[src/hw/sampler_pkg.sv]
`default_nettype none

package sampler_pkg;

    ////////////////////////////////////////
    // Sizes and modulus
    ////////////////////////////////////////

    localparam int Q              = 3329;
    localparam int N_COEF         = 256;
    // Three SHAKE128 blocks of 168 bytes
    localparam int BYTE_BUF_DEPTH = 504;

    typedef logic [1:0]  mode_t;
    typedef logic [7:0]  byte_t;
    typedef logic [8:0]  byte_addr_t;
    typedef logic [11:0] coef_t;
    typedef logic [7:0]  coef_idx_t;
    typedef logic [8:0]  coef_cnt_t;
    typedef logic [2:0]  lane_cnt_t;

    localparam mode_t MODE_NTT  = 2'd0;
    localparam mode_t MODE_CBD2 = 2'd1;
    localparam mode_t MODE_CBD3 = 2'd2;

    // Bytes consumed per step
    localparam int STRIDE_NTT  = 3;
    localparam int STRIDE_CBD2 = 2;
    localparam int STRIDE_CBD3 = 3;

    ////////////////////////////////////////
    // Grouped data
    ////////////////////////////////////////

    typedef struct packed {
        byte_t b0;
        byte_t b1;
        byte_t b2;
    } byte_group_t;

    typedef struct packed {
        coef_t     c0;
        coef_t     c1;
        coef_t     c2;
        coef_t     c3;
        lane_cnt_t count;
    } coef_group_t;

    typedef enum logic [1:0] {
        ST_IDLE,
        ST_FILL,
        ST_RUN,
        ST_DONE
    } sampler_state_t;

endpackage

`default_nettype wire

[src/hw/cbd_sampler.sv]
`default_nettype none

module cbd_sampler (
    input  wire sampler_pkg::byte_group_t group,
    input  wire sampler_pkg::mode_t       mode_q,
    output sampler_pkg::coef_group_t      coefs
);

    logic [23:0]        bits;
    logic               eta3;
    sampler_pkg::coef_t lane [4];

    // Bit 0 of b0 is consumed first
    assign bits = {group.b2, group.b1, group.b0};
    assign eta3 = (mode_q == sampler_pkg::MODE_CBD3);

    always_comb begin
        logic [5:0] chunk;
        logic [2:0] pos_sum;
        logic [2:0] neg_sum;
        for (int k = 0; k < 4; k++) begin
            // Positive bits in [2:0], negative bits in [5:3]
            if (eta3) begin
                chunk = bits[6*k +: 6];
            end else begin
                chunk = {1'b0, bits[4*k+3], bits[4*k+2], 1'b0, bits[4*k+1], bits[4*k]};
            end
            pos_sum = 3'(chunk[0]) + 3'(chunk[1]) + 3'(chunk[2]);
            neg_sum = 3'(chunk[3]) + 3'(chunk[4]) + 3'(chunk[5]);
            // Difference lies in -3..3 so one add of q corrects it
            if (pos_sum >= neg_sum) begin
                lane[k] = sampler_pkg::coef_t'(pos_sum - neg_sum);
            end else begin
                lane[k] = sampler_pkg::coef_t'(sampler_pkg::Q)
                        - sampler_pkg::coef_t'(neg_sum - pos_sum);
            end
        end
    end

    always_comb begin
        coefs.c0    = lane[0];
        coefs.c1    = lane[1];
        coefs.c2    = lane[2];
        coefs.c3    = lane[3];
        // Every step yields four coefficients
        coefs.count = 3'd4;
    end

endmodule

`default_nettype wire

[config.mk]
export PLATFORM = sky130hd
export DESIGN_NAME = cbd_sampler
export DESIGN_NICKNAME = d
export VERILOG_FILES = /design/src/hw/sampler_pkg.sv /design/src/hw/cbd_sampler.sv
export SDC_FILE = /design/constraint.sdc
export NUM_CORES = 1
export LEC_CHECK = 0
export BUFFER_PORTS_ARGS = -buffer_cell sky130_fd_sc_hd__buf_2
export CORE_AREA = 10 10 62 64
export DETAILED_ROUTE_END_ITERATION = 10
export DIE_AREA = 0 0 72 74
export PLACE_DENSITY = 0.95
export REMOVE_ABC_BUFFERS = 1
export SLEW_MARGIN = 20
export SYNTH_ARGS = -nofsm -noshare
export SYNTH_HDL_FRONTEND = slang
export SYNTH_SLANG_ARGS = --single-unit
[constraint.sdc]
create_clock -name vclk -period 7.36
set_clock_uncertainty 0.15 [all_clocks]
set_input_delay 0.736 -clock vclk [all_inputs]
set_output_delay 0.736 -clock vclk [all_outputs]
set_load 0.02 [all_outputs]
Word level (Yosys, flattened, before mapping)
Index checks and enable logic that the tools add are counted.
Storage, ports and cells
  output and inout port bits: 51
  flip-flop bits (word level): 0
  logic and storage cells: 41
Cells by class
  mux-type cells: 8
  eq/ne operators: 1
  add/subtract/negate cells: 28
  $lt $le $gt $ge: 4
Operators by type and width (number)
  2-to-1 mux 12 bit: 4
  subtractor 11 x 4 -> 12 bit (first input constant): 4
  subtractor 3 x 3 -> 4 bit: 8
  adder 2 x 1 -> 3 bit: 8
  2-to-1 mux 6 bit: 4
  adder 1 x 1 -> 2 bit: 8
  greater-or-equal comparator 3 bit: 4
  == test 2 bit (second input constant): 1

Depth between registers and ports, before layout
  depth after elaboration: 7
  mapped depth: 12

Worst setup path before layout
No wires, ideal clock.
  path kind: input to output
  from: input port mode_q[1]
  to: output port coefs[43] (netlist bit)
  slack: 3.051 ns
  stages: 12
  arrival time: 3.423 ns
  cells stage by stage: nor2b_4 > buf_12 > mux2_4 > fa_1 > inv_1 > ha_1 > inv_1 > fa_1 > ha_1 > a21oi_1 > nor2_1 > buf_4
RTL lines
  start: declaration: line cbd_sampler.sv:5  | input wire sampler_pkg::mode_t mode_q,
  end: declaration: line cbd_sampler.sv:6  | output sampler_pkg::coef_group_t coefs

==> metrics.json <==
{
  "global_route": {
    "grt_pass1_vias": 1138,
    "groute.usage.overall": 0.110,
    "overflow": 0,
    "top_usage_layer": "met2",
    "antenna_found_initial": 0,
    "maximum_number_of_pins_on_one_net_before_global_route_repair": 23,
    "grt_first_pass_wirelength_microns": 5140,
    "grt_util_met2": 0.216,
    "groute.layer.met3.usage": 0.0346,
    "grtUsageMet1": 0.120
  },
  "critical_path": {
    "worstSetupStartpointType": "primary input",
    "cp_data_arrival_time_ns": 3.64,
    "setup.worst_path.end_class": "primary output",
    "cp_data_required_time_ns": 6.47,
    "maximum_fanout_encountered_on_the_critical_timing_path": 22,
    "criticalPathCategory": "in -> out"
  },
  "floorplanning": {
    "core_area_sq_um": 2660,
    "num_rows": 19,
    "start_util": 0.486,
    "die_area_sq_um": 5330,
    "die_w_microns": 72,
    "dieHeight_microns": 74,
    "top_level_ports": 77
  },
  "timing": {
    "finalCriticalPeriod_ns": 4.53,
    "max_slew_margin": 0.592,
    "setup_viol_count_final": 0,
    "finalMaxSlewViolations": 0,
    "setup_total_negative_slack_ns": 0,
    "rsz0062_at_grt": "false",
    "achievable-frequency_mhz": 221,
    "report.final.hold_viol_count": 0,
    "slew_at_the_pin_with_the_worst_max_slew_slack_ns": 0.611,
    "fin_crit_sh": 0.615
  },
  "logic_synthesis": {
    "synth.area.top_cells": "sky130_fd_sc_hd__fa_1 25%, sky130_fd_sc_hd__ha_1 15%, sky130_fd_sc_hd__buf_4 14%, sky130_fd_sc_hd__inv_1 8.1%, sky130_fd_sc_hd__mux2_4 7.0%",
    "number_of_cells_produced_by_synthesis": 150,
    "synth.lib_cells_used.distinct": 18,
    "synth_seq_area_share": 0,
    "yosysWarnings": 0,
    "netlist.top_cell.by_area": "sky130_fd_sc_hd__fa_1",
    "synth_top_area_share": 0.247,
    "synthTopCellsByCount": "28 x sky130_fd_sc_hd__inv_1, 24 x sky130_fd_sc_hd__buf_4, 16 x sky130_fd_sc_hd__fa_1, 16 x sky130_fd_sc_hd__ha_1, 12 x sky130_fd_sc_hd__a21oi_1",
    "most_frequent_cell_after_synthesis": "sky130_fd_sc_hd__inv_1",
    "netlist_area_sq_um": 1290,
    "synthesis.area_per_instance_sq_um": 8.63
  },
  "min_path": {
    "worst_hold_path_type": "in -> out",
    "min_to": "coefs[40]",
    "hold_path_startpoint": "group[16]",
    "cell_depth_of_the_worst_hold_path": 5
  },
  "finish": {
    "final_util": 0.566,
    "syn_to_final_growth_pct": 16.4,
    "seq_area_sq_um": 0,
    "layout.filler_cells": 245,
    "n_sequential_cell": 0,
    "drive_above_1_share": 0.435,
    "num_antenna_cells": 0,
    "final_cells": 231,
    "clock_buffer_count": 0,
    "nNetsFinal": 260
  },
  "route": {
    "drt_via_density": 4.73,
    "detailed_router_iteration_count_before_antenna_repair": 4,
    "remaining_drc_errors": 0,
    "wl_per_cell_microns": 13.5,
    "dr_total_vias": 1092,
    "ant_nets": 0,
    "dr.first_iter.drc_count": 58,
    "route.final.wire_length_microns": 3130
  },
  "placed_design": {
    "gp_routability_congestion": 0.818,
    "port-buffer-count": 74,
    "dp.final_hpwl_microns": 2930,
    "placed_insts": 231
  },
  "flow_run": {
    "max-cap-violations": 0
  },
  "power": {
    "pwr_density_cell_nw_per_um2": 229,
    "vdd_drop_max_mv": 0.168,
    "totalPowerFinal_mw": 0.345,
    "p_leak_nw": 0.893
  },
  "cts": {
    "ctsResizeCount": 0,
    "cts_hold_bufs": 0,
    "post_cts_setup_buffers": 0
  },
  "outcome": {
    "run_status": "complete, no violations"
  }
}
cells by family (layout without fill, tap and decap cells):
group	count (synthesis)	count (layout)	share of synthesized area
other	2	3	0.00580
AND/OR/NAND/NOR	25	25	0.107
AO/OA/AOI/OAI	20	20	0.0812
multiplexers	18	18	0.168
buffers and inverters	53	102	0.236
adder cells (fa/ha/maj)	32	32	0.402
worst max-delay path, cell delays in order:
cell and delay (ns):
sky130_fd_sc_hd__buf_2 0.11, sky130_fd_sc_hd__nor2b_4 0.50, sky130_fd_sc_hd__mux2_2 0.41, sky130_fd_sc_hd__fa_1 0.46
sky130_fd_sc_hd__inv_1 0.07, sky130_fd_sc_hd__ha_1 0.14, sky130_fd_sc_hd__inv_1 0.05, sky130_fd_sc_hd__fa_1 0.53
sky130_fd_sc_hd__ha_1 0.16, sky130_fd_sc_hd__a21oi_1 0.04, sky130_fd_sc_hd__nor2_1 0.21, sky130_fd_sc_hd__buf_2 0.22
how the worst max path moves through the flow:
| stage | start | endpoint | slack [ns] |
|---|---|---|---|
| global route | mode_q[0] | coefs[30] | 2.66 |
| CTS | mode_q[0] | coefs[30] | 2.80 |
| floorplan | mode_q[1] | coefs[42] | 2.27 |
| detailed placement | mode_q[0] | coefs[30] | 2.82 |
| global placement | mode_q[0] | coefs[40] | 2.87 |
| finish | mode_q[0] | coefs[30] | 2.83 |
layout by cell type, fill, tap and decap left out:
cell type	n
sky130_fd_sc_hd__a21oi_1	12
sky130_fd_sc_hd__a31oi_1	4
sky130_fd_sc_hd__and2_1	5
sky130_fd_sc_hd__and3_1	1
sky130_fd_sc_hd__buf_2	74
sky130_fd_sc_hd__conb_1	3
sky130_fd_sc_hd__fa_1	16
sky130_fd_sc_hd__ha_1	16
sky130_fd_sc_hd__inv_1	28
sky130_fd_sc_hd__mux2_2	6
sky130_fd_sc_hd__mux2_4	6
sky130_fd_sc_hd__mux2i_1	6
sky130_fd_sc_hd__nand2_1	7
sky130_fd_sc_hd__nor2_1	7
sky130_fd_sc_hd__nor2b_4	1
sky130_fd_sc_hd__o21ai_0	4
sky130_fd_sc_hd__or3b_1	4
through the flow:
step	worst slack, ns	hold slack, ns	instance area (sq um)
3_3_place_gp	2.87	2.11	1510
2_1_floorplan	2.27	1.90	1100
4_1_cts	2.80	2.15	1510
3_5_place_dp	2.82	2.15	1510
5_1_grt	2.66	2.20	1510
6_report	2.83	2.13	1510
where the power goes:
part           internal [mW]  total [mW]  switching, mW
registers                  0           0              0
logic                  0.126       0.345          0.219
clock network              0           0              0
per-layer routing:
layer / wire length (microns) / up-vias / part of all wire
li1: - / 552 / -
met1: 1200 / 505 / 0.38
met2: 1660 / 35 / 0.53
met3: 268 / 0 / 0.086
met4: 0 / 0 / 0
met5: 0 / - / 0
cell type report:
cell class / instances / area (sq um) / share of cell area
Inverter: 28 / 105 / 0.0697
Multi-Input combinational cell: 98 / 993 / 0.659
Tap cell: 31 / 38.8 / 0.0257
Timing Repair Buffer: 74 / 370 / 0.246
No activity file was read; power rests on OpenSTA's default activity.
