===== src/hw/sampler_pkg.sv =====
`default_nettype none

package sampler_pkg;

    ////////////////////////////////////////
    // Sizes and modulus
    ////////////////////////////////////////

    localparam int Q              = 3329;
    localparam int N_COEF         = 256;
    // Three SHAKE128 blocks of 168 bytes
    localparam int BYTE_BUF_DEPTH = 504;

    typedef logic [1:0]  mode_t;
    typedef logic [7:0]  byte_t;
    typedef logic [8:0]  byte_addr_t;
    typedef logic [11:0] coef_t;
    typedef logic [7:0]  coef_idx_t;
    typedef logic [8:0]  coef_cnt_t;
    typedef logic [2:0]  lane_cnt_t;

    localparam mode_t MODE_NTT  = 2'd0;
    localparam mode_t MODE_CBD2 = 2'd1;
    localparam mode_t MODE_CBD3 = 2'd2;

    // Bytes consumed per step
    localparam int STRIDE_NTT  = 3;
    localparam int STRIDE_CBD2 = 2;
    localparam int STRIDE_CBD3 = 3;

    ////////////////////////////////////////
    // Grouped data
    ////////////////////////////////////////

    typedef struct packed {
        byte_t b0;
        byte_t b1;
        byte_t b2;
    } byte_group_t;

    typedef struct packed {
        coef_t     c0;
        coef_t     c1;
        coef_t     c2;
        coef_t     c3;
        lane_cnt_t count;
    } coef_group_t;

    typedef enum logic [1:0] {
        ST_IDLE,
        ST_FILL,
        ST_RUN,
        ST_DONE
    } sampler_state_t;

endpackage

`default_nettype wire


===== src/hw/sampler_fsm.sv =====
`default_nettype none

module sampler_fsm (
    input  wire                 clk,
    input  wire                 rst,
    input  wire sampler_pkg::mode_t mode,
    input  wire                 start,
    input  wire                 finished,
    input  wire                 exhausted,
    output logic                run,
    output logic                clear,
    output sampler_pkg::mode_t  mode_q,
    output logic                busy,
    output logic                done,
    output logic                short
);

    sampler_pkg::sampler_state_t state;
    sampler_pkg::sampler_state_t state_next;
    logic accept;
    logic stop;

    // Start only counts when nothing is in progress
    assign accept = start && (state == sampler_pkg::ST_IDLE || state == sampler_pkg::ST_DONE);
    assign stop   = finished || exhausted;

    always_comb begin
        state_next = state;
        case (state)
            sampler_pkg::ST_IDLE: begin
                if (accept) begin
                    state_next = sampler_pkg::ST_FILL;
                end
            end
            // One cycle for the registered buffer read
            sampler_pkg::ST_FILL: state_next = sampler_pkg::ST_RUN;
            sampler_pkg::ST_RUN: begin
                if (stop) begin
                    state_next = sampler_pkg::ST_DONE;
                end
            end
            default: begin
                if (accept) begin
                    state_next = sampler_pkg::ST_FILL;
                end
            end
        endcase
    end

    always_ff @(posedge clk) begin
        if (!rst) begin
            state  <= sampler_pkg::ST_IDLE;
            mode_q <= sampler_pkg::MODE_NTT;
            done   <= 1'b0;
            short  <= 1'b0;
        end else begin
            state <= state_next;
            if (accept) begin
                mode_q <= mode;
                done   <= 1'b0;
                short  <= 1'b0;
            end else begin
                // Done follows the cycle of the last store
                if (state == sampler_pkg::ST_DONE) begin
                    done <= 1'b1;
                end
                if (state == sampler_pkg::ST_RUN && stop) begin
                    short <= exhausted && !finished;
                end
            end
        end
    end

    assign run   = (state == sampler_pkg::ST_RUN);
    assign clear = accept;
    assign busy  = (state == sampler_pkg::ST_FILL) || (state == sampler_pkg::ST_RUN);

endmodule

`default_nettype wire


===== config.mk =====
export PLATFORM = sky130hd
export DESIGN_NAME = sampler_fsm
export DESIGN_NICKNAME = d
export VERILOG_FILES = /design/src/hw/sampler_pkg.sv /design/src/hw/sampler_fsm.sv
export SDC_FILE = /design/constraint.sdc
export NUM_CORES = 1
export LEC_CHECK = 0
export BUFFER_PORTS_ARGS = -buffer_cell sky130_fd_sc_hd__buf_2
export CAP_MARGIN = 20
export CORE_AREA = 2 2 39 41
export DETAILED_ROUTE_END_ITERATION = 8
export DIE_AREA = 0 0 41 43
export HOLD_SLACK_MARGIN = 0.05
export PLACE_DENSITY = 0.48
export SYNTH_ARGS = -nofsm -noshare
export SYNTH_HDL_FRONTEND = slang
export SYNTH_SLANG_ARGS = --single-unit

===== constraint.sdc =====
create_clock -name clk -period 1.55 [get_ports clk]
set_input_delay 0.0775 -clock clk [delete_from_list [all_inputs] [get_ports clk]]
set_output_delay 0.0775 -clock clk [all_outputs]
set_load 0.02 [all_outputs]

* After elaboration in Yosys (flattened, before gate mapping)
Index checks and enable logic that the tools add are counted.
** Word-level totals
- Register bits :: 6
- Bits of input ports :: 7
- Output and inout bits :: 7
- Logic and storage cells :: 23
** Cells by class
- Equality and inequality tests :: 4
- Muxes and demuxes :: 3
- Bitwise logic cells :: 1
- Reduce and logical (&&, ||, !) cells :: 11
** Operators with widths (number)
- $eq 2x2->1 const B :: 2
- $mux 2 :: 2
- $pmux 2 s2 :: 1
- $logic_and 1x1->1 :: 3
- $logic_or 1x1->1 :: 3
- $reduce_bool 3->1 :: 1
- $eq 2x1->1 const B :: 1
- $logic_not 2->1 :: 1
- $ne 2x1->1 const B :: 1
- $reduce_and 2->1 :: 1
- $reduce_or 2->1 :: 1
- $logic_not 1->1 :: 1
- $not 1->1 :: 1

* Logic depth before layout (Yosys ltp)
- Word-level depth :: 5
- Gate-level depth with buffers :: 5
- Mapped depth without buffers :: 5

* Worst setup path before layout
OpenSTA, ideal clock, no wires.
- Kind :: register to register
- From :: register state[0]
- To :: register state[0]
- Library setup time :: 72 ps
- Arrival time :: 1194 ps
- Data required time :: 1478 ps
- Path slack :: 284 ps
- Cell stages (with the launch flop) :: 6
- Buffers on the path :: 0
- Period minus slack after synthesis :: 1266 ps
- Path through :: dfxtp_1 -> inv_1 -> ha_1 -> nand2_2 -> a22oi_2 -> mux2i_1
** Between the ends
- Cells in the longest elaborated chain, start to end :: 5
- Elaborated cells on any way between the ends :: 10
- Those cells by class :: eq/ne: 4; mux: 1; reduce/logical: 5
** RTL lines
- start: declaration :: RTL line sampler_fsm.sv:18 : sampler_pkg::sampler_state_t state;
- start signal: assignment :: RTL line sampler_fsm.sv:52 : state <= sampler_pkg::ST_IDLE;
- start signal: assignment :: RTL line sampler_fsm.sv:57 : state <= state_next;
- $eq 2x2->1 / $logic_not 2->1 (equally long branches) :: RTL line sampler_fsm.sv:24, sampler_fsm.sv:29
- $logic_or 1x1->1 :: RTL line sampler_fsm.sv:24 : assign accept = start && (state == sampler_pkg::ST_IDLE || state == sampler_pkg::ST_DONE);
- $logic_and 1x1->1 :: RTL line sampler_fsm.sv:24
- $reduce_bool 3->1 (no line)
- $reduce_and 2->1 (no line)
Parallel ways exist; a longest one is shown, timed or not.
A chain may end at the register's enable or synchronous reset.

* Worst setup path after layout
- From :: register state[0]
- To :: output port clear
** Between the ends
- Cells in the longest elaborated chain, start to end :: 3
- Elaborated cells on any way between the ends :: 4
- Those cells by class :: eq/ne: 1; reduce/logical: 3
** RTL lines
- $eq 2x2->1 / $logic_not 2->1 (equally long branches) :: RTL line sampler_fsm.sv:24
- $logic_or 1x1->1 (*) :: RTL line sampler_fsm.sv:24
- $logic_and 1x1->1 (*) :: RTL line sampler_fsm.sv:24
- end: declaration :: RTL line sampler_fsm.sv:11 : output logic clear,
Mark *: on every way between the ends. The rest lies on a longest branch, timed or not.

==> out/qor.txt <==
CTS Buffer Depth - 2
Rel. slew slack - 86.4%
P_leak - 0.213 nW
Fill cells - 151
Wirelength per Cell - 8.99 um
Synth unique cells - 14
Fmax - 699 MHz
GRT Overall Usage - 9.22%
TritonCTS Sinks - 6
Max Cap Viol - 0
Ant. Diodes - 0
Logic pwr share - 50.6%
# IOs - 14
TritonCTS clock tree - yes
I/O Buffers - 13
Hold EP - mode_q[0]$_SDFFE_PN0P_
Overall Power - 0.000744 W
Drc violations - 0
R2r startpoint - state[0]$_SDFFE_PN0P_
Worst skew pair latency - 240 ps
Final setup vio count - 0
VDD IR max - 0.000814 V
Clock transition at path regs - 50 ps
Synth Instances - 34
Status - complete, no violations
Sequential power share - 29.9%
Post-Syn Nets - 44
WP data required - 1470 ps
Clock share of power - 19.5%
Final Max Tran Viols - 0
Share of layout cells above drive strength 1 - 37.3%
Total grt overflow - 0
Die X - 41 um
Fin crit period - 1430 ps
Core box area - 1380 um^2
DR iter-0 viols - 1
Worst slew pin tran - 204 ps
Post-cts repair resize count - 0
Worst EP arrival - 1350 ps
Post-synthesis cell area - 295 um^2
Post-DP HPWL - 463 um
Sw Share - 41.9%
Num CTS Buffers - 3
Worst Skew - 3.43 ps
Final-stage net count - 63
Post-Layout Inst Area - 413 um^2
Hold Vio Cnt, Final - 0
Net switching power - 0.000312 W
CTS Root Cell - clkbuf_4
R2R cell count - 5
DR vias - 278
Yosys top cell by area - dfxtp_1
CP Class - reg2out
CP endpoint kind - primary output
Placed inst area - 380 um^2
Die area - 1760 um^2
Hold Path Depth - 3
Site row count - 14
Hold-fix buffers at CTS - 1
Area growth, synth to finish - 39.8%
HP Start - mode[0]
Yosys reg bits - 6
Top cell type's share of synthesized area - 40.7%
Die Span Y - 43 um
CP Max Fanout - 5
Vias per cell - 4.15
Largest net degree at the start of global routing - 8
Synthesis Warnings - 0
GP Congestion - 0.684
Drt total wl - 602 um
Post-CTS Setup Bufs - 0
DRT Pass-1 Iters - 3
R2R Setup Slk - 160 ps
Critical path launch point - state[0]$_SDFFE_PN0P_
Type of the worst min-delay path - in2reg
Syn_area_per_cell - 8.68 um^2
Sequential area share after synthesis - 40.7%
H-tree depth - 1
First-pass GRT wire length - 986 um
Detail Route Antenna Nets - 0
P per Cell Area - 1800 nW/um^2
Initial antenna violation count - 0
P_int - 0.000433 W
Initial Util - 21.3%
Final Cycle Share - 92.3%
Setup TNS - 0 ps
Reg-to-Reg End - state[0]$_SDFFE_PN0P_
Vias in the first global route - 250
RSZ-0062 raised after global routing - no
Setup crit start kind - flip-flop
Area contributors post-synth - dfxtp_1 41%, ha_1 13%, nand2_1 7.6%
[how the worst max path moves through the flow]
stage	slack [ps]	cells past startpoint	to
2_1_floorplan	280	5	state[0]$_SDFFE_PN0P_
3_3_place_gp	160	5	state[0]$_SDFFE_PN0P_
3_5_place_dp	160	5	state[0]$_SDFFE_PN0P_
4_1_cts	100	5	clear
5_1_grt	20	5	clear
6_report	120	5	clear
[synth_stat cells]
cell type,count
nand2_1,6
mux2i_1,2
a21boi_0,2
nand2b_1,1
ha_1,3
nor2_1,3
nand3_1,2
a21oi_1,1
dfxtp_1,6
a211oi_1,1
nor2_2,1
a22oi_2,1
inv_1,4
nand2_2,1
[power by group through the flow]
stage,clock network [W],logic [W],registers (W)
after floorplan,0,0.000270,0.000235
after global placement,0,0.000378,0.000227
after detailed placement,0,0.000378,0.000225
after CTS,0.000159,0.000384,0.000222
after global routing,0.000167,0.000421,0.000226
final,0.000145,0.000377,0.000222
[state kept, by name, indices dropped and copies added (netlist names)]
name / cells
done: 1
mode_q: 2
state: 2
short: 1
[cell type report]
class | instances | area (um^2) | share of cell area [%]
Clock buffer | 3 | 22.5 | 5.45
Inverter | 4 | 15.0 | 3.64
Multi-Input combinational cell | 24 | 160 | 38.8
Sequential cell | 6 | 120 | 29.1
Tap cell | 16 | 20.0 | 4.85
Timing Repair Buffer | 14 | 75.1 | 18.2
[per-layer routing]
metal	vias up	part of all wire, %	wire, um	global-route usage [%]
met5	-	0	0	0
met4	0	2.3	14	8.00
met1	114	44	264	7.99
li1	148	-	-	-
met3	2	11	64	7.85
met2	14	43	258	12.5
[cell families (layout without fill, tap and decap cells)]
family                     count (synthesis)  after routing  synth area share [%]
AOI/OAI and AO/OA                          5              5                  13.6
adders and majority gates                  3              3                  12.7
muxes                                      2              2                  6.78
and+or+nand+nor                           14             14                  21.2
buffers and inverters                      4             21                  5.08
DFF                                        6              6                  40.7
[worst max-delay path: stages, from the launching register on]
cell	delay [ps]
dfxtp_1	380
inv_1	60
ha_1	340
nand2_2	130
inv_1	40
buf_2	150
[metrics by stage]
stage	utilization (%)	hold slack [ps]	cells	setup slack, ps
floorplan	-	172	34	284
finish	29.8	98.6	67	119
global route	29.8	83.8	67	24.1
CTS	29.8	85.8	67	96.9
detailed placement	27.5	278	63	162
global placement	27.5	282	63	161
[placed cells by master, fill, tap and decap left out, types with 2 or more instances in the layout]
cell	synthesis	routed
a21boi_0	2	2
buf_2	0	13
clkbuf_4	0	3
dfxtp_1	6	6
ha_1	3	3
inv_1	4	4
mux2i_1	2	2
nand2_1	6	6
nand3_1	2	2
nor2_1	3	3
No activity file was read; power rests on OpenSTA's default activity.
