==> src/hw/sampler_pkg.sv <==
`default_nettype none

package sampler_pkg;

    ////////////////////////////////////////
    // Sizes and modulus
    ////////////////////////////////////////

    localparam int Q              = 3329;
    localparam int N_COEF         = 256;
    // Three SHAKE128 blocks of 168 bytes
    localparam int BYTE_BUF_DEPTH = 504;

    typedef logic [1:0]  mode_t;
    typedef logic [7:0]  byte_t;
    typedef logic [8:0]  byte_addr_t;
    typedef logic [11:0] coef_t;
    typedef logic [7:0]  coef_idx_t;
    typedef logic [8:0]  coef_cnt_t;
    typedef logic [2:0]  lane_cnt_t;

    localparam mode_t MODE_NTT  = 2'd0;
    localparam mode_t MODE_CBD2 = 2'd1;
    localparam mode_t MODE_CBD3 = 2'd2;

    // Bytes consumed per step
    localparam int STRIDE_NTT  = 3;
    localparam int STRIDE_CBD2 = 2;
    localparam int STRIDE_CBD3 = 3;

    ////////////////////////////////////////
    // Grouped data
    ////////////////////////////////////////

    typedef struct packed {
        byte_t b0;
        byte_t b1;
        byte_t b2;
    } byte_group_t;

    typedef struct packed {
        coef_t     c0;
        coef_t     c1;
        coef_t     c2;
        coef_t     c3;
        lane_cnt_t count;
    } coef_group_t;

    typedef enum logic [1:0] {
        ST_IDLE,
        ST_FILL,
        ST_RUN,
        ST_DONE
    } sampler_state_t;

endpackage

`default_nettype wire

==> src/hw/sample_counter.sv <==
`default_nettype none

module sample_counter (
    input  wire                        clk,
    input  wire                        rst,
    input  wire                        clear,
    input  wire                        run,
    input  wire sampler_pkg::mode_t    mode_q,
    input  wire sampler_pkg::lane_cnt_t lanes,
    output sampler_pkg::byte_addr_t    byte_pos,
    output sampler_pkg::coef_cnt_t     coef_base,
    output logic                       finished,
    output logic                       exhausted
);

    sampler_pkg::byte_addr_t stride;
    // Address of the group now at the buffer output
    sampler_pkg::byte_addr_t pos_q;
    sampler_pkg::coef_cnt_t  base_next;
    logic [9:0]              reach;

    always_comb begin
        case (mode_q)
            sampler_pkg::MODE_CBD2: stride = sampler_pkg::byte_addr_t'(sampler_pkg::STRIDE_CBD2);
            sampler_pkg::MODE_CBD3: stride = sampler_pkg::byte_addr_t'(sampler_pkg::STRIDE_CBD3);
            default:                stride = sampler_pkg::byte_addr_t'(sampler_pkg::STRIDE_NTT);
        endcase
    end

    // Read address runs one group ahead while sampling
    assign byte_pos = run ? pos_q + stride : pos_q;

    assign base_next = coef_base + sampler_pkg::coef_cnt_t'(lanes);
    assign finished  = (base_next >= sampler_pkg::coef_cnt_t'(sampler_pkg::N_COEF));

    // End of the next group in bytes
    assign reach     = 10'(pos_q) + 10'(stride) + 10'(stride);
    assign exhausted = (mode_q == sampler_pkg::MODE_NTT)
                    && (reach > 10'(sampler_pkg::BYTE_BUF_DEPTH));

    always_ff @(posedge clk) begin
        if (!rst) begin
            pos_q     <= '0;
            coef_base <= '0;
        end else if (clear) begin
            pos_q     <= '0;
            coef_base <= '0;
        end else if (run) begin
            pos_q     <= pos_q + stride;
            coef_base <= base_next;
        end
    end

endmodule

`default_nettype wire

==> config.mk <==
export PLATFORM = sky130hd
export DESIGN_NAME = sample_counter
export DESIGN_NICKNAME = d
export VERILOG_FILES = /design/src/hw/sampler_pkg.sv /design/src/hw/sample_counter.sv
export SDC_FILE = /design/constraint.sdc
export NUM_CORES = 1
export LEC_CHECK = 0
export BUFFER_PORTS_ARGS = -buffer_cell sky130_fd_sc_hd__buf_4
export CELL_PAD_IN_SITES_DETAIL_PLACEMENT = 2
export CELL_PAD_IN_SITES_GLOBAL_PLACEMENT = 2
export CORE_ASPECT_RATIO = 0.6
export CORE_MARGIN = 5
export CORE_UTILIZATION = 26
export CTS_CLUSTER_DIAMETER = 30
export DETAILED_ROUTE_END_ITERATION = 16
export PLACE_DENSITY_LB_ADDON = 0.15
export REMOVE_ABC_BUFFERS = 1
export SLEW_MARGIN = 10
export SYNTH_ARGS = -nofsm -noshare
export SYNTH_HDL_FRONTEND = slang
export SYNTH_SLANG_ARGS = --single-unit
export TNS_END_PERCENT = 30
==> constraint.sdc <==
create_clock -name clk -period 1.7 [get_ports clk]
set_clock_uncertainty 0.1 [all_clocks]
set_input_delay 0.085 -clock clk [delete_from_list [all_inputs] [get_ports clk]]
set_output_delay 0.085 -clock clk [all_outputs]
set_load 0.05 [all_outputs]
# After elaboration in Yosys (flattened, before gate mapping)
# Cells that the tools add are included.
# classes
n_lt_le_gt_ge	2
n_bitwise	1
reduce_logical	3
eq_ne	1
mux	2
addsub	4
# ops
operator	n
adder 10 x 9 -> 10 bit	1
adder 9 x 9 -> 10 bit	1
> comparator 10 x 9 -> 1 bit (second input constant)	1
adder 9 x 3 -> 9 bit	1
adder 9 bit	1
greater-or-equal comparator 9 bit (second input constant)	1
two-way mux 9 bit	1
== test 2 x 1 -> 1 bit (second input constant)	1
zero test 2 bit	1
OR reduction 2 bit	1
logical AND 1 bit	1
two-way mux 1 bit	1
inverter 1 bit	1
# word_totals
output_inout_bits	20
wordCells	15
input_bits	9
reg_bits	18

# Longest topological paths before layout
# depth
depth_word	6
mapped_depth	7
depth_no_buf	7

# Least setup slack after synthesis
# OpenSTA, ideal clock, no wires.
# synth_path
path_kind	reg2out
start	register pos_q[1]
end	output port exhausted
path_stages_with_launch	7
t_arrival_ns	2.581
required_time_ns	1.515
path_buffers	0
slack_ns	-1.066
path_cell_list	dfxtp_1 ha_1 inv_1 ha_1 nor4bb_1 a311oi_1 nor4_1
# synth_between
elab_chain_len	4
# synth_lines
item	line	rtl
from (decl)	sample_counter.sv:18	sampler_pkg::byte_addr_t pos_q;
from (signal assigned)	sample_counter.sv:49	pos_q <= pos_q + stride;
adder 9 x 9 -> 10 bit	sample_counter.sv:37	assign reach = 10'(pos_q) + 10'(stride) + 10'(stride);
adder 10 x 9 -> 10 bit	sample_counter.sv:37	
> comparator 10 x 9 -> 1 bit	sample_counter.sv:39	&& (reach > 10'(sampler_pkg::BYTE_BUF_DEPTH));
logical AND 1 bit	sample_counter.sv:39	
to (decl)	sample_counter.sv:13	output logic exhausted
# Every way passes these cells.

# Final worst setup path
# layout_path
start	register pos_q[0]
end	output port byte_pos[6]
# layout_between
elab_chain_len	2
# layout_lines
item	line	rtl
adder 9 bit	sample_counter.sv:31	assign byte_pos = run ? pos_q + stride : pos_q;
two-way mux 9 bit	--	
to (decl)	sample_counter.sv:10	output sampler_pkg::byte_addr_t byte_pos,
# Every way passes these cells.

==> flow_summary.html <==
<table>
<tr><th>Metric</th><th>Value</th></tr>
<tr><th colspan="2">Floorplanning</th></tr>
<tr><td>Number of ports placed on the die boundary</td><td>29</td></tr>
<tr><td>Width of the die</td><td>89.50 um</td></tr>
<tr><td>Core Area</td><td>0.003659 mm2</td></tr>
<tr><td>Starting density of the core</td><td>26.95%</td></tr>
<tr><td>Vertical extent of the die</td><td>57.70 um</td></tr>
<tr><td>Total die area</td><td>0.005164 mm2</td></tr>
<tr><td>FP Rows</td><td>17</td></tr>
<tr><th colspan="2">Critical path</th></tr>
<tr><td>Most used cell, CP</td><td>ha_4</td></tr>
<tr><td>Arrival time of data at the critical path endpoint</td><td>1.74 ns</td></tr>
<tr><td>Worst Path Buf+Inv</td><td>2</td></tr>
<tr><td>Worst-path maximum fanout</td><td>4</td></tr>
<tr><td>Endpoint of the worst register-to-register path</td><td>coef_base[6]</td></tr>
<tr><td>Worst setup SP type</td><td>register</td></tr>
<tr><td>Worst flop-to-flop path startpoint</td><td>coef_base[0]</td></tr>
<tr><td>R2R setup slack</td><td>-0.05 ns</td></tr>
<tr><td>Critical path's top delay family</td><td>simple AND/OR/NAND/NOR gates</td></tr>
<tr><td>Crit path capture type</td><td>output port</td></tr>
<tr><td>Cells along the critical path</td><td>ha_4, inv_2, ha_4, or3b_4, xnor2_4, buf_6</td></tr>
<tr><td>Length in cells of the worst reg-to-reg path</td><td>8</td></tr>
<tr><td>Crit path launch</td><td>pos_q[0]</td></tr>
<tr><td>Data required time at the worst endpoint</td><td>1.51 ns</td></tr>
<tr><td>Highest cell delay on the worst timing path</td><td>0.41 ns</td></tr>
<tr><td>Slowest library cell on the worst path</td><td>or3b_4</td></tr>
<tr><td>Type of the worst setup path</td><td>register to output port</td></tr>
<tr><th colspan="2">Detailed routing</th></tr>
<tr><td>Drt wl/cell</td><td>17.26 um</td></tr>
<tr><td>First-pass detailed-route iteration total</td><td>4</td></tr>
<tr><td>Routed wire length</td><td>3.451 mm</td></tr>
<tr><td>1st-iter DRT viols</td><td>23</td></tr>
<tr><td>Vias after detailed routing</td><td>943</td></tr>
<tr><td>DRC</td><td>0</td></tr>
<tr><td>Detail Route Antenna Nets</td><td>0</td></tr>
<tr><td>Vias per cell</td><td>4.715</td></tr>
<tr><th colspan="2">Logic synthesis</th></tr>
<tr><td>Register area share after synthesis</td><td>36.55%</td></tr>
<tr><td>Top-area cell type share of the netlist area</td><td>36.55%</td></tr>
<tr><td>Biggest area consumer among synthesized cells</td><td>dfxtp_1</td></tr>
<tr><td>Largest cells by area after synthesis</td><td>dfxtp_1 (37%), ha_1 (8.9%), xnor2_1 (8.0%), nor2b_1 (5.7%), nor2_1 (5.3%)</td></tr>
<tr><td>Combinational family with the most area after synthesis</td><td>simple AND/OR/NAND/NOR gates</td></tr>
<tr><td>Number of standard cells after synthesis</td><td>110</td></tr>
<tr><td>Multiplexer share of the synthesized area</td><td>4.188%</td></tr>
<tr><td>Number of warnings printed during yosys synthesis</td><td>0</td></tr>
<tr><td>Count of different cell masters after synthesis</td><td>31</td></tr>
<tr><td>Area fraction in and, or, nand and nor cells after synthesis</td><td>27.66%</td></tr>
<tr><td>Number of storage elements in the synthesis netlist</td><td>18</td></tr>
<tr><td>Adder-cell share of the synthesized area</td><td>10.91%</td></tr>
<tr><td>Post-synthesis share of cell area spent on xor and xnor gates</td><td>11.55%</td></tr>
<tr><td>Per-instance average area after synthesis</td><td>8.963 um2</td></tr>
<tr><td>Netlist Area Pre-Place</td><td>985.9 um2</td></tr>
<tr><td>Compound-Gate Fraction of Synth Area</td><td>6.345%</td></tr>
<tr><th colspan="2">STA</th></tr>
<tr><td>Final count of hold timing violations</td><td>0</td></tr>
<tr><td>Worst Tran Pin Value</td><td>0.7208 ns</td></tr>
<tr><td>Worst slew slack as a fraction of its limit</td><td>51.94%</td></tr>
<tr><td>Hold slack final</td><td>0.06777 ns</td></tr>
<tr><td>Post-layout worst setup margin</td><td>-0.2267 ns</td></tr>
<tr><td>RSZ-0062 raised after global routing</td><td>yes</td></tr>
<tr><td>Final period util</td><td>113.3%</td></tr>
<tr><td>Highest clock rate</td><td>519.0 MHz</td></tr>
<tr><td>Final Slew Violations</td><td>0</td></tr>
<tr><td>Endpoints failing setup</td><td>9</td></tr>
<tr><td>Shortest clock period the worst path allows after layout</td><td>1.927 ns</td></tr>
<tr><th colspan="2">Power</th></tr>
<tr><td>Leakage power of the design</td><td>0.0006606 uW</td></tr>
<tr><td>Maximum vdd ir drop</td><td>0.3876 mV</td></tr>
<tr><td>Areal power density over the cells</td><td>622.6 mW/mm2</td></tr>
<tr><th colspan="2">Cells and area</th></tr>
<tr><td>Total area of multi-input combinational cells</td><td>769.5 um2</td></tr>
<tr><td>Final Cell Area</td><td>0.001593 mm2</td></tr>
<tr><td>Number of nets in the final layout</td><td>171</td></tr>
<tr><td>Layout overhead on the synthesized area</td><td>61.55%</td></tr>
<tr><td>Share of the core filled with cells in the final layout</td><td>43.54%</td></tr>
<tr><td>Diode insertion count for antenna repair</td><td>0</td></tr>
<tr><td>Filler Cells Inserted</td><td>408</td></tr>
<tr><td>Share of layout cells above drive strength 1</td><td>53.59%</td></tr>
<tr><td>Sequential cell area</td><td>371.6 um2</td></tr>
<tr><th colspan="2">Outcome</th></tr>
<tr><td>Result of the run</td><td>complete, but fails checks</td></tr>
<tr><td>Violated checks</td><td>setup timing</td></tr>
<tr><th colspan="2">GRT</th></tr>
<tr><td>Global-route met1 utilization</td><td>17.46%</td></tr>
<tr><td>Overall fraction of global-route tracks in use</td><td>13.73%</td></tr>
<tr><td>Global-route layer with the greatest usage</td><td>met2</td></tr>
<tr><td>Vias in the first global route</td><td>1029</td></tr>
<tr><td>Wire length of the first global-routing pass</td><td>5.319 mm</td></tr>
<tr><td>Largest net degree at the start of global routing</td><td>16</td></tr>
<tr><td>Routing usage on met3</td><td>4.261%</td></tr>
<tr><td>Met2 capacity usage during global routing</td><td>23.19%</td></tr>
<tr><td>Antenna violations before repair</td><td>0</td></tr>
<tr><td>Total congestion overflow after global routing</td><td>0</td></tr>
<tr><th colspan="2">Worst hold path</th></tr>
<tr><td>Cell depth of the worst min-delay path</td><td>2</td></tr>
<tr><td>Hold worst-path end</td><td>coef_base[2]</td></tr>
<tr><td>Hold Crit Class</td><td>primary input to register</td></tr>
<tr><td>Hold path startpoint</td><td>run</td></tr>
<tr><th colspan="2">Placed design</th></tr>
<tr><td>Cell area reported after detailed placement</td><td>0.001321 mm2</td></tr>
<tr><td>Estimated wirelength of the detail-placed design</td><td>2.403 mm</td></tr>
<tr><td>Number of port buffers</td><td>28</td></tr>
<tr><td>RePlAce Congestion</td><td>0.7508</td></tr>
<tr><td>Post-placement setup slack</td><td>-0.2462 ns</td></tr>
<tr><th colspan="2">CTS</th></tr>
<tr><td>Clock slew at the register clock pins of the worst setup and hold paths</td><td>0.07 ns</td></tr>
<tr><td>Later-pin clock latency in the skew report</td><td>0.26 ns</td></tr>
<tr><td>TritonCTS buffer count</td><td>3</td></tr>
<tr><td>Clk sinks</td><td>18</td></tr>
<tr><td>Max Root-Sink Buffers</td><td>2</td></tr>
<tr><td>CTS tree</td><td>built</td></tr>
<tr><td>H-tree Lvls</td><td>1</td></tr>
<tr><td>Cell at the root of the clock tree</td><td>clkbuf_8</td></tr>
<tr><th colspan="2">Flow run</th></tr>
<tr><td>Reported max-cap violation count</td><td>0</td></tr>
</table>
## power breakdown
| group | internal (uW) | switching [uW] | total [uW] |
|---|---|---|---|
| clock | 206 | 151 | 357 |
| sequential | 427 | 7.17 | 434 |
| combinational | 86.8 | 114 | 201 |
## worst reg2reg max path, cell delays in order, from the launching register on
cell	delay [ns]
dfxtp_2	0.34
ha_4	0.16
fa_2	0.37
a21oi_4	0.16
buf_4	0.13
buf_4	0.11
nor3_2	0.04
xnor2_1	0.13
nor2_1	0.06
## worst max-delay path by stage
stage,end,slack [ns],cells past startpoint
4_1_cts,exhausted,-0.26,7
2_1_floorplan,exhausted,-1.07,6
6_report,byte_pos[6],-0.23,6
5_1_grt,exhausted,-0.30,7
3_3_place_gp,finished,-0.09,6
3_5_place_dp,exhausted,-0.25,9
## flip-flops by register name, summed over array words and instances (netlist names)
name,cells
pos_q,9
coef_base,9
## synthesized netlist by cell type, drive strengths merged
cell type / count
o21ai: 2
and3: 1
nor2b: 9
mux2: 1
fa: 1
and2b: 2
xnor2: 9
nand2b: 2
nor4: 1
nor2: 14
a21oi: 4
or3: 2
nand3: 1
a311oi: 1
nor3: 4
a211oi: 2
mux2i: 3
nor4bb: 1
xor2: 4
nand2: 7
inv: 5
or3b: 1
clkbuf: 1
nand4b: 1
nand4: 3
nor3b: 1
ha: 7
a31o: 1
dfxtp: 18
buf: 1
## logic make-up (layout without fill, tap and decap cells)
logic type | count (synthesis) | after routing
xor gates and xnor gates | 13 | 13
adders and majority gates | 8 | 8
muxes | 4 | 4
DFF | 18 | 18
and+or+nand+nor | 50 | 50
buffers and inverters | 7 | 50
AOI/OAI and AO/OA | 10 | 10
## per-layer routing
layer	part of all wire, %	wire [um]	vias up
met5	0	0	-
met4	0.23	8	0
met3	4.8	164	2
met2	51	1771	19
met1	44	1507	461
li1	-	-	461
## cell usage in the layout, fill, tap and decap left out, drive strengths merged, types with 3 or more instances in the layout
cell     n
nand2    7
nor2    14
a21oi    4
dfxtp   18
nor2b    9
clkbuf   4
ha       7
nor3     4
xor2     4
xnor2    9
buf     41
inv      5
nand4    3
mux2i    3
## layout make-up
type,count,area share (%)
timing repair buffer,41,20.03
multi-input combinational,85,48.31
sequential,18,23.33
tap,47,3.692
inverter,5,1.178
clock buffer,4,3.456
## what timing repair did
action / CTS / global route
endpoints found under the setup margin: 16 / 15
pin swaps: 11 / 6
hold buffers: 0 / 0
buffers inserted: 3 / 0
gates resized for setup: 26 / 21
## metrics by stage
step	TNS, ns	std cells	total power, uW
global route	-1.967	200	1041
CTS	-1.286	200	992.3
global placement	-0.3984	193	597.9
detailed placement	-0.9824	193	605.6
finish	-1.005	200	991.6
floorplan	-7.018	108	534.7
Power figures use the tool's default switching activity.
