## src/hw/sampler_pkg.sv

```systemverilog
`default_nettype none

package sampler_pkg;

    ////////////////////////////////////////
    // Sizes and modulus
    ////////////////////////////////////////

    localparam int Q              = 3329;
    localparam int N_COEF         = 256;
    // Three SHAKE128 blocks of 168 bytes
    localparam int BYTE_BUF_DEPTH = 504;

    typedef logic [1:0]  mode_t;
    typedef logic [7:0]  byte_t;
    typedef logic [8:0]  byte_addr_t;
    typedef logic [11:0] coef_t;
    typedef logic [7:0]  coef_idx_t;
    typedef logic [8:0]  coef_cnt_t;
    typedef logic [2:0]  lane_cnt_t;

    localparam mode_t MODE_NTT  = 2'd0;
    localparam mode_t MODE_CBD2 = 2'd1;
    localparam mode_t MODE_CBD3 = 2'd2;

    // Bytes consumed per step
    localparam int STRIDE_NTT  = 3;
    localparam int STRIDE_CBD2 = 2;
    localparam int STRIDE_CBD3 = 3;

    ////////////////////////////////////////
    // Grouped data
    ////////////////////////////////////////

    typedef struct packed {
        byte_t b0;
        byte_t b1;
        byte_t b2;
    } byte_group_t;

    typedef struct packed {
        coef_t     c0;
        coef_t     c1;
        coef_t     c2;
        coef_t     c3;
        lane_cnt_t count;
    } coef_group_t;

    typedef enum logic [1:0] {
        ST_IDLE,
        ST_FILL,
        ST_RUN,
        ST_DONE
    } sampler_state_t;

endpackage

`default_nettype wire

```

## src/hw/reject_sampler.sv

```systemverilog
`default_nettype none

module reject_sampler (
    input  wire sampler_pkg::byte_group_t group,
    input  wire sampler_pkg::coef_cnt_t   room,
    output sampler_pkg::coef_group_t      coefs
);

    sampler_pkg::coef_t     d1;
    sampler_pkg::coef_t     d2;
    logic                   acc1;
    logic                   acc2;
    sampler_pkg::lane_cnt_t raw;

    // Two 12-bit candidates from 24 bits
    assign d1 = {group.b1[3:0], group.b0};
    assign d2 = {group.b2, group.b1[7:4]};

    assign acc1 = (d1 < sampler_pkg::coef_t'(sampler_pkg::Q));
    assign acc2 = (d2 < sampler_pkg::coef_t'(sampler_pkg::Q));
    assign raw  = sampler_pkg::lane_cnt_t'(acc1) + sampler_pkg::lane_cnt_t'(acc2);

    always_comb begin
        coefs = '0;
        // Accepted values fill the low lanes in order
        if (acc1) begin
            coefs.c0 = d1;
            coefs.c1 = d2;
        end else begin
            coefs.c0 = d2;
        end
        // Drop the second value when only one slot is left
        if (sampler_pkg::coef_cnt_t'(raw) > room) begin
            coefs.count = sampler_pkg::lane_cnt_t'(room);
        end else begin
            coefs.count = raw;
        end
    end

endmodule

`default_nettype wire

```

## config.mk

```make
export PLATFORM = sky130hd
export DESIGN_NAME = reject_sampler
export DESIGN_NICKNAME = d
export VERILOG_FILES = /design/src/hw/sampler_pkg.sv /design/src/hw/reject_sampler.sv
export SDC_FILE = /design/constraint.sdc
export NUM_CORES = 1
export LEC_CHECK = 0
export BUFFER_PORTS_ARGS = -buffer_cell sky130_fd_sc_hd__buf_2
export CORE_UTILIZATION = 36
export DETAILED_ROUTE_END_ITERATION = 16
export PLACE_DENSITY = 0.86
export SLEW_MARGIN = 20
export SYNTH_ARGS = -nofsm -noshare
export SYNTH_HDL_FRONTEND = slang
export SYNTH_SLANG_ARGS = --single-unit
```

## constraint.sdc

```tcl
create_clock -name vclk -period 2.3
set_clock_uncertainty 0.1 [all_clocks]
set_input_delay 0.115 -clock vclk [all_inputs]
set_output_delay 0.115 -clock vclk [all_outputs]
set_load 0.01 [all_outputs]
```

Yosys cells after proc, flatten, opt, wreduce, memory -nomap -nowiden
Cells that the tools add are included.
{ "word_totals": {"register_bits": 0, "out_inout_bits": 51, "in_bits": 33, "elab_cells": 7} }
{ "classes": {"n_mux": 3, "magnitude_cmp": 3, "add_sub_neg": 1} }
{ "op_table": {"columns": ["op", "count"], "rows": [
  ["12-bit less-than comparator, second input constant", 2],
  ["12-bit two-way mux", 2],
  ["2-bit by 9-bit greater-than comparator with 1-bit output", 1],
  ["3-bit two-way mux", 1],
  ["1-bit by 1-bit adder with 2-bit output", 1]
]} }

Longest topological paths before layout
Gate-level depths: netlist of run 1.
{ "logic_depth": {"word_depth": 4, "mapped_depth": 9, "depth_no_buf": 9} }

Least setup slack after synthesis of run 1
No wires, ideal clock.
{ "synth_timing": {"kind": "input to output", "startpoint": "input port group[23] in the netlist's numbering", "endpoint": "output port coefs[0] in the netlist's numbering", "t_required_ps": 2085, "arrival_time_ps": 1779, "cell_stages": 8, "path_buffers": 0, "path_slack_ps": 306, "path_cell_list": "nor4_4 a21oi_1 o21bai_1 ha_1 ha_1 nor2b_1 o2111ai_1 mux2_2"} }
{ "synth_lines": {"columns": ["item", "line", "source"], "rows": [
  ["start: declaration", "reject_sampler.sv:4", "input wire sampler_pkg::byte_group_t group,"],
  ["end: declaration", "reject_sampler.sv:6", "output sampler_pkg::coef_group_t coefs"]
]} }

==> results of run 1 <==
-- layout make-up --
class / count / area, um^2
inverter: 14 / 52.6
fill: 179 / 711
multi-input combinational: 87 / 631
tap: 25 / 31.3
timing repair buffer: 66 / 377
-- cells in the mapped netlist --
| cell type | number |
|---|---|
| buf_4 | 25 |
| a21oi_1 | 3 |
| nor2b_1 | 1 |
| mux2_2 | 2 |
| and3_1 | 13 |
| nor4_4 | 2 |
| buf_6 | 2 |
| nor2_1 | 1 |
| nand3b_1 | 2 |
| a22oi_1 | 8 |
| o21bai_1 | 1 |
| o211ai_1 | 2 |
| o21ai_1 | 8 |
| inv_1 | 14 |
| buf_1 | 1 |
| a41oi_1 | 2 |
| nand2_2 | 1 |
| a311oi_1 | 1 |
| nand3_1 | 1 |
| o2111ai_1 | 1 |
| nor4_1 | 3 |
| clkbuf_1 | 1 |
| a211o_2 | 1 |
| conb_1 | 1 |
| a21boi_0 | 1 |
| nor3_1 | 1 |
| nand2_1 | 4 |
| ha_1 | 3 |
-- power groups by stage --
stage	logic, uW	registers, uW	clock network, uW
2_1_floorplan	135	0	0
3_3_place_gp	186	0	0
3_5_place_dp	190	0	0
4_1_cts	195	0	0
5_1_grt	259	0	0
6_report	237	0	0
-- metrics by stage --
| step | TNS, ns | hold slack [ns] |
|---|---|---|
| detailed placement | -0.218 | 0.460 |
| CTS | 0 | 0.460 |
| floorplan | 0 | 0.223 |
| global route | -0.154 | 0.457 |
| global placement | -0.207 | 0.460 |
| finish | 0 | 0.445 |
-- path summary, 6_finish.rpt --
path,cells after the start,endpoint,slack [ns]
hold / removal,3,coefs[1],0.45
setup / recovery,10,coefs[1],0.02
-- cell usage in the layout, fill, tap and decap left out, types with 3 or more instances in the layout --
cell     count
nor4_4       3
buf_2       55
a22oi_1      8
o21ai_1      8
inv_1       13
buf_4        7
and3_1      13
nand2_1      3
buf_6        3
conb_1      25
-- repair_timing --
| item | CTS | global route |
|---|---|---|
| buffers inserted | 0 | 4 |
| pin swaps | 0 | 7 |
| gates resized for setup | 5 | 19 |
| hold buffers | 0 | 0 |
| endpoints found under the setup margin | 2 | 2 |
-- layer usage --
metal  part of all wire, %  vias up
met4                   2.1        0
li1                      -      452
met2                    54       66
met5                     0        -
met1                    37      403
met3                   6.8        6
-- logic make-up after synthesis --
family / count (synthesis) / share of synthesized area (%)
AND/OR/NAND/NOR: 29 / 27.5
other: 1 / 0.519
adder cells (fa/ha/maj): 3 / 5.19
AO/OA/AOI/OAI: 28 / 26.3
buffers and inverters: 43 / 37.4
multiplexers: 2 / 3.11
==> flow_summary_export.csv, run 1 <==
group,metric,value,unit
power,power.total,237,uW
setup_path,critPathCaptureType,"primary output",
routing,vias_per_cell,4.83,
grt,grt_pass1_vias,719,
sta,grt_setup_unrepaired,"yes",
hold_path,min_from,"room[1]",
finish,final_nets,205,
sta,drv_slew,0,
sta,relSlewSlack,56.9,%
routing,avgRoutedWirePerCell,11.6,um
setup_path,cp-start-kind,"input port",
grt,grt_max_degree,22,
routing,vias,927,
power,pwr-share-clk,0,%
die,rows,15,
yosys,yosys_warnings,0,
placed_design,dpl.cell_count,188,
grt,grt_pass1_wl,2850,um
die,die_y,46.8,um
grt,met3_usage,0,%
yosys,synth_top_area_share,26.0,%
sta,final-hold-violation-count,0,
die,initial_core_util,40.1,%
routing,drtIter0Drc,14,
setup_path,critical_path.max_stage_delay,0.33,ns
power,switching_share,53.9,%
power,p_seq_share,0,%
setup_path,path_max_fanout,2,
placed_design,placed_area,945,um^2
finish,finalInstanceArea,1090,um^2
placed_design,pre_cts_ws,-0.110,ns
yosys,yosysTopAreaCell,"buf_4",
routing,drtAntennaViolNets,0,
power,peakVddDrop,0.105,mV
power,p_leak,0.000629,uW
finish,nFlopsAndLatches,0,
die,dieArea,2190,um^2
job,drv_cap,0,
power,power.share.combinational,100.0,%
routing,finalWirelength,2230,um
grt,antenna_found_initial,0,
setup_path,cp.arrival,2.06,ns
sta,fin_crit_sh,99.1,%
power,power_density,217,nW/um^2
finish,final_util,60.6,%
die,dieWidth,46.8,um
grt,use_met2,32.5,%
die,ios,84,
hold_path,min_path_type,"input port to primary output",
finish,layoutNonFillerInstCount,192,
power,intPower,109,uW
power,p_sw,128,uW
grt,gr-max-usage-layer,"met2",
yosys,synth_cell_type_count,28,
setup_path,cp_slowest_cell,"nor4_4",
sta,finalSetupViolCount,0,
yosys,synth.avg_cell_area,6.82,um^2
setup_path,crit_start,"group[16]",
yosys,syn_inst,106,
grt,grt-ovfl-total,0,
sta,worst_pin_slew,0.644,ns
run_status,outcome,"complete, no violations",
finish,layout-drive-gt1-share,49.1,%
yosys,synth-seq-area-share,0,%
placed_design,routabilityCongestion,0.785,
grt,grtUsageTotal,17.2,%
finish,clock_buffers,0,
yosys,synthesis.area,723,um^2
placed_design,port_buffers,59,
finish,regArea,0,um^2
setup_path,worstPathRequired,2.09,ns
yosys,synth_area_leaders,"buf_4, and3_1, a22oi_1",
sta,setup_ws,0.0210,ns
setup_path,criticalPathCategory,"input port to primary output",
grt,grt_util_met1,21.4,%
placed_design,dp_hpwl,1730,um
die,core-area,1800,um^2
sta,clock.fmax,0.439,GHz
sta,finalCriticalPeriod,2.28,ns
routing,first_pass_iters,4,
routing,drc,0,
finish,area_growth,50.9,%
finish,antenna_cells,0,
setup_path,path_buf_inv,2,
setup_path,crit_family,"compound AO/OA/AOI/OAI gates",
setup_path,worstPathCellList,"buf_8, nor4_4, a21oi_2, o21bai_1, ha_2, ha_4, nor2b_4, o2111ai_4, mux2_4, buf_6",
(Power assumes the default switching activity.)
==> run 2, diff against run 1 <==
--- a/config.mk
+++ b/config.mk
@@ -10,4 +10,5 @@
 export DETAILED_ROUTE_END_ITERATION = 16
 export PLACE_DENSITY = 0.86
+export REMOVE_ABC_BUFFERS = 1
 export SLEW_MARGIN = 20
 export SYNTH_ARGS = -nofsm -noshare
==> constraint.sdc (replaced) <==
create_clock -name vclk -period 2.3
set_clock_uncertainty 0.1 [all_clocks]
set_input_delay 0.345 -clock vclk [all_inputs]
set_output_delay 0.345 -clock vclk [all_outputs]
set_load 0.01 [all_outputs]
==> run 2 against run 1 <==
The run now ends with negative setup slack left. Sequential share of layout area unchanged. Final cell count increased by 7.3%. Wire length increased by 13%. Clock-buffer cell count unchanged. Design area increased by 13%. Die area unchanged. Flip-flop and latch count unchanged. Worst hold slack improved by 0.46 ns.
==> flow_summary_export.csv, run 2 (synthesis results as in run 1) <==
group,metric,value,unit
run_status,outcome,"finished with violations",
run_status,violations,"negative setup slack",
finish,layout_common_cells,"buf_2, conb_1, buf_4, inv_1, and3_1",
setup_path,cp.arrival,2.24,ns
placed_design,routabilityCongestion,0.773,
routing,finalWirelength,2520,um
sta,holdWs,0.903,ns
sta,finalSetupViolCount,2,
routing,drt-met1-wl,906,um
grt,grt_pass1_wl,3600,um
sta,drv_slew,0,
sta,fin_crit_sh,117,%
finish,layoutNonFillerInstCount,206,
setup_path,cp_slowest_cell,"mux2_4",
finish,antenna_cells,0,
die,dieArea,2190,um^2
die,ios,84,
setup_path,worstPathCellList,"buf_8, nor4_4, a21oi_1, o21bai_1, ha_2, ha_4, nor2b_4, o2111ai_4, mux2_4, buf_6",
routing,drtAntennaViolNets,0,
routing,vias,1016,
sta,finalCriticalPeriod,2.68,ns
setup_path,worstPathRequired,1.86,ns
routing,drtIter0Drc,23,
power,peakVddDrop,0.135,mV
sta,grt_setup_unrepaired,"yes",
die,rows,15,
routing,drc,0,
power,p_sw,135,uW
finish,final_nets,219,
power,power_density,214,nW/um^2
placed_design,dpl.cell_count,202,
finish,final_common_cell,"buf_2",
routing,avgRoutedWirePerCell,12.2,um
sta,clock.fmax,0.373,GHz
power,p_seq_share,0,%
setup_path,critPathCaptureType,"primary output",
grt,grt_max_degree,22,
die,die_y,46.8,um
grt,grt_pass1_vias,874,
sta,final-hold-violation-count,0,
finish,area_growth,70.9,%
die,dieWidth,46.8,um
finish,multiInputGateArea,636,um^2
routing,first_pass_iters,4,
routing,wl_met3,183,um
grt,grtUsageTotal,22.3,%
power,power.share.combinational,100.0,%
sta,setup_ws,-0.381,ns
setup_path,path_max_fanout,2,
finish,regArea,0,um^2
power,p_leak,0.000709,uW
finish,fill_cells,151,
setup_path,cp-start-kind,"input port",
power,pwr-share-clk,0,%
finish,nFlopsAndLatches,0,
power,intPower,130,uW
routing,route.top_layer_used,"met4",
power,power.total,265,uW
grt,antenna_found_initial,0,
routing,wl_met2,1290,um
die,core-area,1800,um^2
job,drv_cap,0,
finish,final_util,68.6,%
setup_path,critical_path.max_stage_delay,0.33,ns
routing,vias_per_cell,4.93,
finish,clock_buffers,0,
hold_path,min_path_type,"input port to primary output",
setup_path,criticalPathCategory,"input port to primary output",
placed_design,port_buffers,59,
die,initial_core_util,40.1,%
grt,grt-ovfl-total,0,
placed_design,dp_hpwl,1890,um
power,switching_share,50.8,%
finish,layout-drive-gt1-share,52.5,%
run 2: layout make-up:
class,count,share of cell area [%]
multi-input cells,87,51.4
inverters,14,4.25
well taps,25,2.53
repair buffers,80,41.8
run 2: path summary, 6_finish.rpt:
| check | start | end | slack (ns) | cells past startpoint |
|---|---|---|---|---|
| worst max-delay path | group[16] | coefs[0] | -0.38 | 10 |
| worst min-delay path | room[1] | coefs[1] | 0.90 | 3 |
run 2: worst max-delay path, delay by kind of cell:
family,cells,cell delay [ns]
AOI/OAI and AO/OA,3,0.49
adders and majority gates,2,0.42
and+or+nand+nor,2,0.43
buffers and inverters,2,0.22
muxes,1,0.33
run 2: metrics by stage:
step	cell area, um^2	setup WS [ns]	TNS [ns]
2_1_floorplan	596	-0.154	-0.308
3_3_place_gp	1050	-0.554	-1.11
3_5_place_dp	1050	-0.606	-1.20
4_1_cts	1210	-0.417	-0.827
5_1_grt	1240	-0.450	-0.890
6_report	1240	-0.381	-0.757
run 2: routing by layer:
layer	GRT usage, %	vias up
li1	-	486
met1	23.4	447
met2	43.1	69
met3	1.54	14
met4	12.6	0
met5	0	-
run 2: repair_timing:
action / 4_1_cts / 5_1_grt
buffers inserted: 4 / 0
pin swaps: 8 / 8
gates resized for setup: 26 / 7
hold buffers: 0 / 0
setup endpoints to repair: 2 / 2
run 2: power groups by stage:
| stage | combinational [uW] | clock (uW) | sequential [uW] |
|---|---|---|---|
| after floorplan | 99.5 | 0 | 0 |
| after global placement | 204 | 0 | 0 |
| after detailed placement | 211 | 0 | 0 |
| after CTS | 256 | 0 | 0 |
| after global routing | 286 | 0 | 0 |
| final | 265 | 0 | 0 |
==> run 3, diff against run 2 <==
ABC_AREA = 1   (was unset)
PLACE_DENSITY = 0.85   (was 0.86)
==> run 3 against run 2 <==
The flow still finishes with violations (negative setup slack). Power increased by 0.32%. Non-clock buffer count decreased by 2. Combinational power about the same. Via count decreased by 2.9%. Core utilization decreased by 4.4 points. Sequential share of layout area unchanged. First-iteration DRC count decreased by 13%. Wire length decreased by 18%. Synthesized area increased by 3.1%. Design area increased by 1.9%. Worst hold slack got worse by 0.033 ns. Setup slack improved by 0.34 ns. Critical path type unchanged. Largest cell class unchanged.
==> flow_summary_export.csv, run 3 <==
group,metric,value,unit
routing,vias,987,
finish,clock_buffers,0,
setup_path,critPathCaptureType,"primary output",
setup_path,crit_family,"simple AND/OR/NAND/NOR gates",
placed_design,dpl.cell_count,234,
run_status,violations,"negative setup slack",
finish,layout-drive-gt1-share,55.3,%
yosys,synth_adder_area_share,5.03,%
power,switching_share,52.7,%
grt,grt_pass1_vias,752,
die,rows,16,
yosys,synth_area_leaders,"buf_4, nand2_1, inv_1",
sta,drv_slew,0,
finish,layoutNonFillerInstCount,235,
setup_path,path_buf_inv,4,
power,power_density,211,nW/um^2
setup_path,critical_path.max_stage_delay,0.20,ns
sta,clock.fmax,0.428,GHz
sta,final-hold-violation-count,0,
setup_path,worstPathRequired,1.86,ns
die,ios,84,
power,intPower,126,uW
finish,regArea,0,um^2
hold_path,holdPathEnd,"coefs[44]",
routing,vias_per_cell,4.20,
setup_path,cp-start-kind,"input port",
yosys,synthTopCellsByCount,"nand2_1, buf_4, inv_1",
placed_design,placed_area,1080,um^2
yosys,synth_top_area_share,26.2,%
placed_design,port_buffers,59,
yosys,synth-compound-area-share,4.19,%
power,power.share.combinational,100.0,%
hold_path,min_path_type,"input port to primary output",
yosys,yosysTopAreaCell,"buf_4",
routing,avgRoutedWirePerCell,8.80,um
finish,area_growth,69.0,%
die,die_y,47.5,um
routing,drtAntennaViolNets,0,
yosys,synth-seq-area-share,0,%
sta,finalCriticalPeriod,2.34,ns
placed_design,dp_hpwl,1570,um
die,dieWidth,47.5,um
hold_path,whs_path_depth,4,
finish,finalInstanceArea,1260,um^2
power,p_leak,0.000762,uW
grt,antenna_found_initial,0,
setup_path,path_max_fanout,3,
yosys,synthMostInstantiatedCell,"nand2_1",
power,p_seq_share,0,%
grt,grt-ovfl-total,0,
power,p_sw,140,uW
power,peakVddDrop,0.100,mV
setup_path,criticalPathCategory,"input port to primary output",
clock_network,postCtsHoldBufs,0,
finish,nFlopsAndLatches,0,
finish,antenna_cells,0,
die,core-area,1960,um^2
setup_path,cp_slowest_cell,"ha_4",
yosys,muxShareOfSynthArea,0,%
routing,drtIter0Drc,20,
grt,grtUsageTotal,18.5,%
yosys,synthesis.area,746,um^2
finish,final_common_cell,"buf_2",
hold_path,min_from,"group[1]",
setup_path,worstPathCellList,"buf_2, nor2_4, nand2_4, a21oi_4, nand2_4, inv_4, ha_4, inv_4, ha_4, a21oi_4, nand2_2, nand2_1, nand2_1, buf_2",
sta,setup_ws,-0.0363,ns
grt,grt_max_degree,25,
routing,first_pass_iters,4,
die,dieArea,2260,um^2
sta,fin_crit_sh,102,%
setup_path,cp.arrival,1.89,ns
yosys,synth_top_family_by_area,"simple AND/OR/NAND/NOR gates",
yosys,synth-xor-area-share,0,%
finish,final_nets,246,
grt,grt_pass1_wl,3130,um
routing,drc,0,
run_status,outcome,"finished with violations",
yosys,synth_cell_type_count,19,
routing,finalWirelength,2070,um
job,drv_cap,0,
sta,grt_setup_unrepaired,"yes",
sta,holdWs,0.869,ns
sta,finalSetupViolCount,2,
finish,layout_common_cells,"buf_2, nand2_1, conb_1, buf_4, nand3_1",
yosys,syn_inst,135,
yosys,yosys_warnings,0,
placed_design,routabilityCongestion,0.696,
power,pwr-share-clk,0,%
setup_path,crit_start,"group[21]",
power,power.total,266,uW
yosys,synth.avg_cell_area,5.52,um^2
yosys,synthSimpleGateAreaFrac,50.8,%
die,initial_core_util,38.0,%
[run 3: routing by layer]
layer / vias up / track usage [%] / wire length [um]
met5: - / 0 / 0
met4: 0 / 0 / 0
met3: 0 / 0.377 / 95
met2: 38 / 37.0 / 1160
met1: 440 / 22.9 / 817
li1: 509 / - / -
[run 3: layout make-up]
cell class / count / area, um^2
multi-input cells: 111 / 641
repair buffers: 78 / 497
inverters: 19 / 88.8
well taps: 27 / 33.8
fillers: 190 / 702
[run 3: how the worst max path moves through the flow]
stage / end / slack [ns] / cells after the start
floorplan: coefs[0] / -0.22 / 13
global placement: coefs[0] / -0.23 / 15
detailed placement: coefs[0] / -0.27 / 15
CTS: coefs[0] / -0.04 / 17
global route: coefs[1] / -0.13 / 17
finish: coefs[0] / -0.04 / 14
[run 3: repair_timing]
action	4_1_cts	5_1_grt
buffers inserted	0	1
pin swaps	16	13
resized for setup	30	18
cloned	0	0
setup endpoints to repair	2	2
[run 3: kinds of logic after synthesis]
kind of cell | Yosys count
AO/OA/AOI/OAI | 4
adder cells (fa/ha/maj) | 3
buffers and inverters | 48
other | 1
AND/OR/NAND/NOR | 79
[run 3: power by group through the flow]
stage | registers [uW] | logic [uW] | clock network, uW
CTS | 0 | 250 | 0
floorplan | 0 | 111 | 0
global route | 0 | 296 | 0
detailed placement | 0 | 215 | 0
finish | 0 | 266 | 0
global placement | 0 | 212 | 0
[run 3: worst min-delay path, cell delays in order]
cell and delay, ns:
buf_6 0.07, nand2_1 0.05, nand2_1 0.05, buf_2 0.11
[run 3: through the flow]
stage	setup slack, ns	TNS, ns	utilization, %
floorplan	-0.221	-0.442	-
global placement	-0.226	-0.450	54.9
detailed placement	-0.273	-0.543	54.9
CTS	-0.0433	-0.0839	60.5
global route	-0.129	-0.259	64.2
finish	-0.0363	-0.0699	64.2
